<file path="config.mk">
export PLATFORM = sky130hd
export DESIGN_NAME = nccMatcher
export DESIGN_NICKNAME = d
export VERILOG_FILES = /design/src/nccPkg.sv /design/src/descWriteIf.sv /design/src/pixelLog.sv /design/src/descriptorStore.sv /design/src/processingElement.sv /design/src/peArray.sv /design/src/bestScoreTracker.sv /design/src/nccControl.sv /design/src/nccMatcher.sv
export SDC_FILE = /design/constraint.sdc
export NUM_CORES = 2
export LEC_CHECK = 0
export BUFFER_PORTS_ARGS = -buffer_cell sky130_fd_sc_hd__clkbuf_2
export CAP_MARGIN = 25
export CORE_MARGIN = 2
export CORE_UTILIZATION = 45
export CTS_CLUSTER_SIZE = 28
export DETAILED_ROUTE_END_ITERATION = 12
export SETUP_SLACK_MARGIN = 0.05
export SYNTH_ARGS = -nofsm -noshare
export SYNTH_HDL_FRONTEND = slang
export SYNTH_SLANG_ARGS = --single-unit
</file>
<file path="constraint.sdc">
create_clock -name clk -period 31 [get_ports clk]
set_input_delay 4.65 -clock clk [delete_from_list [all_inputs] [get_ports clk]]
set_output_delay 4.65 -clock clk [all_outputs]
set_load 0.01 [all_outputs]
</file>
<file path="src/nccPkg.sv">
package nccPkg;

	// pixel and row word geometry
	localparam int PIXEL_W = 8;
	localparam int COLS = 4;
	localparam int WORD_W = PIXEL_W * COLS;

	// log domain layout of one pixel
	localparam int EXP_W = 3;
	localparam int FRAC_W = 7;

	// exact product of two pixels never exceeds 16 bits
	localparam int PROD_W = 2 * PIXEL_W;

	// score and window index widths
	localparam int SCORE_W = 24;
	localparam int INDEX_W = 16;

	// Mitchell log of an unsigned pixel
	typedef struct packed {
		logic zero;
		logic [EXP_W-1:0] exp;
		logic [FRAC_W-1:0] frac;
	} logPixel_t;

	typedef logic [SCORE_W-1:0] score_t;

	// width of an index into n entries, never below one bit
	function automatic int idxWidth(input int n);
		int width;
		width = (n > 1) ? $clog2(n) : 1;
		return width;
	endfunction

endpackage

</file>
<file path="src/descWriteIf.sv">
`timescale 1ns/1ps

interface descWriteIf #(
	parameter int ROWS = 4
);
	localparam int ROW_IDX_W = nccPkg::idxWidth(ROWS);

	// one descriptor row per write strobe
	logic write;
	logic [ROW_IDX_W-1:0] row;
	logic [nccPkg::WORD_W-1:0] word;

	// first row of a fresh descriptor
	logic clear;

	modport ctrl (
		output write,
		output row,
		output word,
		output clear
	);

	modport store (
		input write,
		input row,
		input word
	);

endinterface

</file>
<file path="src/pixelLog.sv">
`timescale 1ns/1ps

module pixelLog (
	input logic [nccPkg::PIXEL_W-1:0] pixel,
	output nccPkg::logPixel_t logOut
);
	logic [nccPkg::PIXEL_W-1:0] stage1;
	logic [nccPkg::PIXEL_W-1:0] stage2;
	logic [nccPkg::PIXEL_W-1:0] stage3;
	logic [nccPkg::EXP_W-1:0] leadZeros;

	// halving search, upper nibble first
	always_comb begin
		if (pixel[nccPkg::PIXEL_W-1 -: 4] == '0) begin
			leadZeros[2] = 1'b1;
			stage1 = pixel << 4;
		end else begin
			leadZeros[2] = 1'b0;
			stage1 = pixel;
		end
		if (stage1[nccPkg::PIXEL_W-1 -: 2] == '0) begin
			leadZeros[1] = 1'b1;
			stage2 = stage1 << 2;
		end else begin
			leadZeros[1] = 1'b0;
			stage2 = stage1;
		end
		if (!stage2[nccPkg::PIXEL_W-1]) begin
			leadZeros[0] = 1'b1;
			stage3 = stage2 << 1;
		end else begin
			leadZeros[0] = 1'b0;
			stage3 = stage2;
		end
	end

	// leading one now sits at the top, the fraction is whatever follows it
	always_comb begin
		logOut.zero = (pixel == '0);
		logOut.exp = nccPkg::EXP_W'(nccPkg::PIXEL_W - 1) - leadZeros;
		logOut.frac = stage3[nccPkg::FRAC_W-1:0];
	end

endmodule

</file>
<file path="src/descriptorStore.sv">
`timescale 1ns/1ps

module descriptorStore #(
	parameter int ROWS = 4
) (
	input logic clk,
	input logic rst,
	descWriteIf.store desc,
	output nccPkg::logPixel_t descLogs [ROWS][nccPkg::COLS]
);
	nccPkg::logPixel_t wordLogs [nccPkg::COLS];

	// convert the whole row word at once
	for (genvar c = 0; c < nccPkg::COLS; c++) begin : genConv
		pixelLog conv (
			.pixel(desc.word[c*nccPkg::PIXEL_W +: nccPkg::PIXEL_W]),
			.logOut(wordLogs[c])
		);
	end

	// row decode selects which bank of log registers takes the word
	for (genvar r = 0; r < ROWS; r++) begin : genRow
		logic rowSel;

		assign rowSel = desc.write && (desc.row == ($bits(desc.row))'(r));

		for (genvar c = 0; c < nccPkg::COLS; c++) begin : genCol
			always_ff @(posedge clk or posedge rst) begin
				if (rst) begin
					descLogs[r][c] <= '0;
				end else if (rowSel) begin
					descLogs[r][c] <= wordLogs[c];
				end
			end
		end
	end

endmodule

</file>
<file path="src/processingElement.sv">
`timescale 1ns/1ps

module processingElement (
	input logic clk,
	input logic rst,
	input logic loadWin,
	input nccPkg::logPixel_t winLogIn,
	input nccPkg::logPixel_t descLog,
	input nccPkg::score_t accIn,
	output nccPkg::score_t accOut
);
	// mantissa shifted by the largest possible exponent sum
	localparam int SHIFT_W = nccPkg::FRAC_W + (1 << (nccPkg::EXP_W + 1));

	nccPkg::logPixel_t winLog;
	logic [nccPkg::EXP_W:0] expSum;
	logic [nccPkg::FRAC_W:0] fracSum;
	logic [nccPkg::EXP_W:0] expAdj;
	logic [nccPkg::FRAC_W-1:0] fracAdj;
	logic [SHIFT_W-1:0] shifted;
	logic [nccPkg::PROD_W-1:0] product;

	always_ff @(posedge clk or posedge rst) begin
		if (rst) begin
			winLog <= '0;
		end else if (loadWin) begin
			winLog <= winLogIn;
		end
	end

	// log add, then renormalize a fraction carry into the exponent
	always_comb begin
		expSum = {1'b0, descLog.exp} + {1'b0, winLog.exp};
		fracSum = {1'b0, descLog.frac} + {1'b0, winLog.frac};
		expAdj = expSum + {{nccPkg::EXP_W{1'b0}}, fracSum[nccPkg::FRAC_W]};
		fracAdj = fracSum[nccPkg::FRAC_W-1:0];
	end

	// antilog: restore the hidden one, shift up, drop the fraction bits
	always_comb begin
		shifted = SHIFT_W'({1'b1, fracAdj}) << expAdj;
		if (descLog.zero || winLog.zero) begin
			product = '0;
		end else begin
			product = shifted[nccPkg::FRAC_W +: nccPkg::PROD_W];
		end
	end

	assign accOut = accIn + nccPkg::score_t'(product);

endmodule

</file>
<file path="src/peArray.sv">
`timescale 1ns/1ps

module peArray #(
	parameter int ROWS = 4
) (
	input logic clk,
	input logic rst,
	input logic [ROWS*nccPkg::WORD_W-1:0] winData,
	input logic loadWin,
	input logic captureSum,
	input nccPkg::logPixel_t descLogs [ROWS][nccPkg::COLS],
	output nccPkg::score_t sum
);
	nccPkg::logPixel_t winLogs [ROWS][nccPkg::COLS];
	nccPkg::score_t chain [ROWS][nccPkg::COLS+1];
	nccPkg::score_t total;

	for (genvar r = 0; r < ROWS; r++) begin : genRow
		// partial sum enters each row at zero
		assign chain[r][0] = '0;

		for (genvar c = 0; c < nccPkg::COLS; c++) begin : genCol
			localparam int K = r * nccPkg::COLS + c;

			pixelLog conv (
				.pixel(winData[K*nccPkg::PIXEL_W +: nccPkg::PIXEL_W]),
				.logOut(winLogs[r][c])
			);

			processingElement pe (
				.clk(clk),
				.rst(rst),
				.loadWin(loadWin),
				.winLogIn(winLogs[r][c]),
				.descLog(descLogs[r][c]),
				.accIn(chain[r][c]),
				.accOut(chain[r][c+1])
			);
		end
	end

	// row totals come out of the last column
	always_comb begin
		total = '0;
		for (int r = 0; r < ROWS; r++) begin
			total = total + chain[r][nccPkg::COLS];
		end
	end

	always_ff @(posedge clk or posedge rst) begin
		if (rst) begin
			sum <= '0;
		end else if (captureSum) begin
			sum <= total;
		end
	end

endmodule

</file>
<file path="src/bestScoreTracker.sv">
`timescale 1ns/1ps

module bestScoreTracker (
	input logic clk,
	input logic rst,
	input logic clear,
	input logic capture,
	input nccPkg::score_t score,
	input logic [nccPkg::INDEX_W-1:0] index,
	output nccPkg::score_t bestScore,
	output logic [nccPkg::INDEX_W-1:0] bestIndex
);
	logic comparePending;

	// the score register fills on the capture edge,
	// so the comparison itself runs one edge later
	always_ff @(posedge clk or posedge rst) begin
		if (rst) begin
			comparePending <= 1'b0;
		end else begin
			comparePending <= capture;
		end
	end

	// strictly greater only, ties keep the earlier window
	always_ff @(posedge clk or posedge rst) begin
		if (rst) begin
			bestScore <= '0;
			bestIndex <= '0;
		end else if (clear) begin
			bestScore <= '0;
			bestIndex <= '0;
		end else if (comparePending && (score > bestScore)) begin
			bestScore <= score;
			bestIndex <= index;
		end
	end

endmodule

</file>
<file path="src/nccControl.sv">
`timescale 1ns/1ps

module nccControl #(
	parameter int ROWS = 4
) (
	input logic clk,
	input logic rst,
	input logic descValid,
	output logic descReady,
	input logic [nccPkg::WORD_W-1:0] descData,
	input logic winValid,
	output logic winReady,
	output logic scoreValid,
	input logic scoreReady,
	descWriteIf.ctrl desc,
	output logic loadWin,
	output logic captureSum,
	output logic [nccPkg::INDEX_W-1:0] windowIndex
);
	localparam int ROW_IDX_W = nccPkg::idxWidth(ROWS);
	localparam logic [ROW_IDX_W-1:0] LAST_ROW = ROW_IDX_W'(ROWS - 1);

	typedef enum logic [1:0] {
		IDLE,
		LOAD,
		SCORE
	} state_t;

	state_t state;
	state_t nextState;
	logic [ROW_IDX_W-1:0] descRow;
	logic descComplete;
	logic descXfer;
	logic scoreXfer;

	assign descReady = (state == IDLE);
	// a pending descriptor word wins over a window in the same cycle
	assign winReady = (state == IDLE) && descComplete && !descValid;
	assign scoreValid = (state == SCORE);

	assign descXfer = descValid && descReady;
	assign loadWin = winValid && winReady;
	assign scoreXfer = scoreValid && scoreReady;
	assign captureSum = (state == LOAD);

	assign desc.write = descXfer;
	assign desc.row = descRow;
	assign desc.word = descData;
	assign desc.clear = descXfer && (descRow == '0);

	always_comb begin
		nextState = state;
		case (state)
			IDLE: if (loadWin) nextState = LOAD;
			LOAD: nextState = SCORE;
			SCORE: if (scoreXfer) nextState = IDLE;
			default: nextState = IDLE;
		endcase
	end

	always_ff @(posedge clk or posedge rst) begin
		if (rst) begin
			state <= IDLE;
		end else begin
			state <= nextState;
		end
	end

	// row counter wraps so the next word opens a new descriptor
	always_ff @(posedge clk or posedge rst) begin
		if (rst) begin
			descRow <= '0;
			descComplete <= 1'b0;
		end else if (descXfer) begin
			descRow <= (descRow == LAST_ROW) ? '0 : descRow + 1'b1;
			descComplete <= (descRow == LAST_ROW);
		end
	end

	always_ff @(posedge clk or posedge rst) begin
		if (rst) begin
			windowIndex <= '0;
		end else if (desc.clear) begin
			windowIndex <= '0;
		end else if (scoreXfer) begin
			windowIndex <= windowIndex + 1'b1;
		end
	end

endmodule

</file>
<file path="src/nccMatcher.sv">
`timescale 1ns/1ps

module nccMatcher #(
	parameter int ROWS = 4
) (
	input logic clk,
	input logic rst,
	input logic descValid,
	output logic descReady,
	input logic [nccPkg::WORD_W-1:0] descData,
	input logic winValid,
	output logic winReady,
	input logic [ROWS*nccPkg::WORD_W-1:0] winData,
	output logic scoreValid,
	input logic scoreReady,
	output nccPkg::score_t score,
	output logic [nccPkg::INDEX_W-1:0] scoreIndex,
	output nccPkg::score_t bestScore,
	output logic [nccPkg::INDEX_W-1:0] bestIndex
);
	descWriteIf #(.ROWS(ROWS)) descBus ();

	nccPkg::logPixel_t descLogs [ROWS][nccPkg::COLS];
	logic loadWin;
	logic captureSum;

	nccControl #(.ROWS(ROWS)) control (
		.clk(clk),
		.rst(rst),
		.descValid(descValid),
		.descReady(descReady),
		.descData(descData),
		.winValid(winValid),
		.winReady(winReady),
		.scoreValid(scoreValid),
		.scoreReady(scoreReady),
		.desc(descBus.ctrl),
		.loadWin(loadWin),
		.captureSum(captureSum),
		.windowIndex(scoreIndex)
	);

	descriptorStore #(.ROWS(ROWS)) store (
		.clk(clk),
		.rst(rst),
		.desc(descBus.store),
		.descLogs(descLogs)
	);

	peArray #(.ROWS(ROWS)) array (
		.clk(clk),
		.rst(rst),
		.winData(winData),
		.loadWin(loadWin),
		.captureSum(captureSum),
		.descLogs(descLogs),
		.sum(score)
	);

	// best match resets with every new descriptor
	bestScoreTracker tracker (
		.clk(clk),
		.rst(rst),
		.clear(descBus.clear),
		.capture(captureSum),
		.score(score),
		.index(scoreIndex),
		.bestScore(bestScore),
		.bestIndex(bestIndex)
	);

endmodule

</file>
### Word-level counts from Yosys, hierarchy flattened

Index checks and enable logic that the tools add are counted.
Widths: inputs -> output; s select.

| cells by class | value |
|---|---|
| $add $sub $neg | 85 |
| $lt $le $gt $ge | 1 |
| eq/ne operators | 7 |
| shifts and indexed selects | 16 |
| mux-type cells | 146 |
| reduce and logical (&&, ||, !) cells | 92 |

Operators with widths:

| operator | number |
|---|---|
| $shl 8x4->23 | 16 |
| $mux 16 | 20 |
| $mux 8 | 40 |
| $add 24x16->24 | 8 |
| $logic_not 8->1 | 20 |
| $mux 7 | 20 |
| $add 7x7->8 | 16 |
| $logic_not 4->1 | 20 |
| $add 24x24->24 | 3 |
| $add 16x16->17 | 4 |
| $add 3x3->4 | 16 |
| $add 4x1->4 | 16 |
| $mux 1 | 60 |
| $sub 3x3->3 const A | 20 |
| $mux 24 | 2 |
| $logic_not 2->1 | 22 |
| $gt 24x24->1 | 1 |
| $add 16x1->16 const B | 1 |
| $logic_or 1x1->1 | 16 |
| $logic_and 1x1->1 | 10 |
| $eq 2x2->1 const B | 3 |
| $mux 2 | 3 |
| $pmux 2 s3 | 1 |
| $eq 2x1->1 const B | 2 |
| 6 further kinds | 7 |

| word-level totals | value |
|---|---|
| bits in registers | 438 |
| input bits | 165 |
| output and inout port bits | 83 |
| word-level logic and storage cells | 451 |

### Depth between registers and ports, before layout

| depth | value |
|---|---|
| depth in word-level cells | 10 |
| gate-level depth with buffers | 40 |

### By module

A second synthesis with hierarchy kept.

| unflattened totals | value |
|---|---|
| cells, all modules | 7208 |
| area total of the unflattened synthesis | 58832.7 µm² |

By module, submodules not included:

| module | times used | cells an instance | area an instance (µm²) | seq. area each (µm²) |
|---|---|---|---|---|
| processingElement (array.genRow[0].genCol[1].pe ...) | 6 | 346 | 2588.7 | 275.3 |
| processingElement (array.genRow[1].genCol[3].pe ...) | 4 | 323 | 2496.1 | 275.3 |
| processingElement (array.genRow[2].genCol[3].pe ...) | 3 | 333 | 2568.7 | 275.3 |
| descriptorStore | 1 | 373 | 6546.3 | 4404.2 |
| pixelLog | 20 | 39 | 236.5 | 0.0 |
| peArray | 1 | 389 | 3425.8 | 600.6 |
| processingElement (array.genRow[3].genCol[3].pe) | 1 | 323 | 2533.7 | 275.3 |
| processingElement (array.genRow[3].genCol[1].pe) | 1 | 322 | 2476.1 | 275.3 |
| processingElement (array.genRow[0].genCol[0].pe) | 1 | 329 | 2457.4 | 275.3 |
| bestScoreTracker | 1 | 180 | 2135.8 | 1026.0 |
| nccControl | 1 | 145 | 1305.0 | 525.5 |

### Worst setup path before layout

No wires, ideal clock.

| timing | value |
|---|---|
| path kind | input to output |
| start point | input port descValid |
| end point | output port winReady |
| data arrival time | 5.161 ns |
| data required time | 26.350 ns |
| slack | 21.189 ns |
| stages on the path | 1 |
| buffers on the path | 0 |
| cell sequence | nor4b_1 |

| between the ends | value |
|---|---|
| cells in the longest elaborated chain, start to end | 2 |

Ends and longest elaborated chain:

| what | RTL line | source |
|---|---|---|
| start: declaration | nccMatcher.sv:8 | `input logic descValid,` |
| $logic_not 1->1 | nccControl.sv:38 | `assign winReady = (state == IDLE) && descComplete && !descValid;` |
| $logic_and 1x1->1 | nccControl.sv:38 |  |
| end: declaration | nccMatcher.sv:12 | `output logic winReady,` |

No other way between the ends.

### Worst setup path in the final report

| timing | value |
|---|---|
| start point | register array.genRow[2].genCol[1].pe.winLog[3] in the netlist's numbering |
| end point | register array.sum[18] |

| between the ends | value |
|---|---|
| cells in the longest elaborated chain, start to end | 9 |

Ends and longest elaborated chain:

| what | RTL line | source |
|---|---|---|
| start: declaration | processingElement.sv:15 | `nccPkg::logPixel_t winLog;` |
| start signal: assignment | processingElement.sv:27 | `winLog <= winLogIn;` |
| $add 7x7->8 * | processingElement.sv:34 | `fracSum = {1'b0, descLog.frac} + {1'b0, winLog.frac};` |
| $add 4x1->4 | processingElement.sv:35 | `expAdj = expSum + {{nccPkg::EXP_W{1'b0}}, fracSum[nccPkg::FRAC_W]};` |
| $shl 8x4->23 * | processingElement.sv:41 | `shifted = SHIFT_W'({1'b1, fracAdj}) << expAdj;` |
| $mux 16 * | processingElement.sv:42 | `if (descLog.zero \|\| winLog.zero) begin` |
| $add 16x16->17 * | processingElement.sv:49 | `assign accOut = accIn + nccPkg::score_t'(product);` |
| $add 24x16->24 * (2 in series) | processingElement.sv:49 |  |
| $add 24x24->24 * (2 in series) | peArray.sv:46 | `total = total + chain[r][nccPkg::COLS];` |
| end signal: assignment | peArray.sv:54 | `sum <= total;` |
| end: declaration | peArray.sv:12 | `output nccPkg::score_t sum` |

Mark *: on every way between the ends. The rest lies on a longest branch, timed or not.
A chain may end at the register's enable or synchronous reset.

==> run summary <==
Status: completed
Final Hold Vio Count: 0
Relative max-transition margin: 0.258
Min-delay src: array.genRow[2].genCol[0].pe.winLog[0]
Storage cell area: 10800 um^2
# IOs: 248
Launch point of the worst reg-to-reg path: array.genRow[2].genCol[1].pe.winLog[3]
Initial antenna violation count: 18
Hold Path End: array.genRow[2].genCol[0].pe.winLog[0]
Hpwl dp: 113 mm
Final design utilization: 0.499
Synth area leaders: dfrtp_1 25%, fa_1 9.8%, ha_1 7.5%, o21ai_0 6.9%, nand2_1 5.9%
Final clock skew: 0.0233 ns
Period utilization: 0.352
Core area: 95300 um^2
Synth Flop Type: dfrtp_1
IO buf count: 241
Global route overflow: 0
TritonRoute pass-1 iters: 6
Mapped Cells: 5403
Post-Route WL: 143 mm
Syn avg cell area: 8.03 um^2
Slowest cell on crit path: fa_1
Crit Path Class: reg2reg
Layout area overhead: 9.70%
Reg2Reg Depth: 37
Sum Neg Setup Slack: 0 ns
Register area share after synthesis: 0.249
Multi-input gate area: 30300 um^2
Ys async rst share: 1.00
Chip Height: 314 um
Worst path max stage delay: 0.95 ns
Setup bufs post-CTS: 0
Cts bufs inserted: 55
FF+latch count, synth: 432
Synth cell types: 94
F_max: 91.6 MHz
Vias/cell: 5.95
R2r setup slk: 20.09 ns
# nets final: 6142
Crit. End Element: flop
WP data required: 31.53 ns
First-pass GRT wire length: 223 mm
Warnings from Yosys: 0
Routed Antenna Nets: 0
CP startpoint kind: flop
Hold Path Depth: 2
Std-Cell Rows: 113
Clk sinks: 432
Hold buffers post-CTS: 0
Wirelength per Cell: 21.0 um
Fraction of layout cells with a size suffix above 1: 0.0977
Number of flops mapped to enable cells by yosys: 0
DIE WIDTH: 314 um
Unrepaired setup endpoints after global routing: false
All-Layer GR Usage: 0.287
TritonCTS clock tree: built
Worst-path clk slew: 0.06 ns
Crit-path max FO: 20
Synth Cell Area: 43400 um^2
Worst-skew pair later-pin latency: 0.66 ns
CTS Buffer Depth: 3
Measured slew at the worst slew-check pin: 1.11 ns
CP Data Arrival Time: 11.45 ns
Most frequent cells in the layout: 679 x nand2_1, 585 x o21ai_0, 463 x nor2_1
Reg2reg end: array.sum[18]
Most common cell after layout, fill and taps aside: nand2_1
Gp weighted congestion: 0.982
Final max-slew violation count: 0
DR iter-0 viols: 3703
Clk root buf: clkbuf_16
Worst hold path type: reg2reg
Initial Utilization: 0.455
CP dominant cell by count: fa_1
Number of global-route vias before repair: 37.9k
Synth top area share: 0.249
Largest net degree at the start of global routing: 154
Vias: 40.6k
Maxcap violations: 0
Fillers: 9370
H-tree levels: 2
Setup Viol. Count Final: 0
CTS resizes: 0
Fin crit period: 10.91 ns
DR DRC count: 0
Largest area contributor in the netlist: dfrtp_1
Die area: 98900 um^2
==> cell families after synthesis <==
| logic type | synth area share |
|---|---|
| and+or+nand+nor | 0.192 |
| adders and majority gates | 0.173 |
| buffers and inverters | 0.0554 |
| other | 0.0000865 |
| DFF | 0.249 |
| muxes | 0.0532 |
| AOI/OAI and AO/OA | 0.252 |
| xor gates and xnor gates | 0.0244 |
==> synth_stat cells (17+ instances only) <==
master / number
a211oi_1: 74
and2_1: 20
clkbuf_1: 218
o22ai_1: 40
nand2b_1: 47
o21bai_1: 46
xnor2_1: 63
a31oi_1: 68
nor3_1: 119
a221oi_1: 17
nor4_1: 51
or2_2: 37
a211o_1: 28
nand3_1: 157
ha_1: 260
mux2i_1: 172
o21a_1: 52
nand4_1: 28
o2111ai_1: 17
xor2_1: 58
mux2_2: 36
o31ai_1: 53
nor2b_1: 56
o21ai_0: 594
o211ai_1: 58
fa_1: 212
or3_1: 29
dfrtp_1: 432
nor3b_1: 23
and3_1: 45
o32ai_1: 22
inv_1: 366
a21oi_1: 319
nand2_1: 684
nor2_1: 463
a21o_1: 87
==> state kept, by name, indices dropped and copies added, names as in the netlist <==
| name | cells |
|---|---|
| tracker.bestScore | 21 |
| control.state | 2 |
| control.windowIndex | 16 |
| control.descComplete | 1 |
| store.descLogs | 176 |
| control.desc.row | 2 |
| tracker.comparePending | 1 |
| array.sum | 21 |
| array.genRow.genCol.pe.winLog | 176 |
| tracker.bestIndex | 16 |
==> metal layers <==
metal | GRT usage | vias to the layer above | share of wire
met3 | 0.0473 | 173 | 0.067
met1 | 0.406 | 19500 | 0.45
met5 | 0 | - | 0.00062
met2 | 0.459 | 1269 | 0.46
met4 | 0.0716 | 14 | 0.024
li1 | - | 19600 | -
==> worst max-delay path by stage <==
stage                                           start                                endpoint  cells after the start
6_report       array.genRow[2].genCol[1].pe.winLog[3]                           array.sum[18]                     37
5_1_grt        array.genRow[2].genCol[1].pe.winLog[3]                           array.sum[18]                     39
4_1_cts        array.genRow[2].genCol[1].pe.winLog[3]                           array.sum[18]                     37
3_5_place_dp   array.genRow[3].genCol[1].pe.winLog[3]                           array.sum[18]                     32
3_3_place_gp   array.genRow[3].genCol[1].pe.winLog[3]                           array.sum[18]                     32
2_1_floorplan                                     rst  array.genRow[0].genCol[0].pe.winLog[0]                      1
==> stage by stage <==
stage	std cells	setup WS [ns]	hold WS, ns	area, um^2
floorplan	5408	14.32	0.431	43400
global placement	6705	20.38	0.463	45600
detailed placement	6713	20.25	0.470	45700
CTS	6813	20.23	0.483	47600
global route	6815	19.39	0.505	47600
finish	6824	20.09	0.477	47600
==> worst max-delay path, delay by kind of cell (launching register included) <==
| family | cells | cell delay (ns) |
|---|---|---|
| AO/OA/AOI/OAI | 12 | 2.33 |
| adder cells (fa/ha/maj) | 11 | 5.32 |
| AND/OR/NAND/NOR | 8 | 1.60 |
| flip-flops | 1 | 0.38 |
| buffers and inverters | 4 | 0.58 |
| multiplexers | 2 | 0.56 |
==> cell type report <==
cell class              instances  share of cell area
clock inverters                30             0.00607
well taps                    1265              0.0333
clock buffers                  70              0.0327
diodes                         11            0.000579
flip-flops and latches        432               0.227
inverters                     379              0.0301
multi-input cells            4347               0.636
repair buffers                290              0.0337
Power is left out: the tool's default activity adds up to more than one toggle a clock period on the data nets, which glitch-free logic cannot reach.
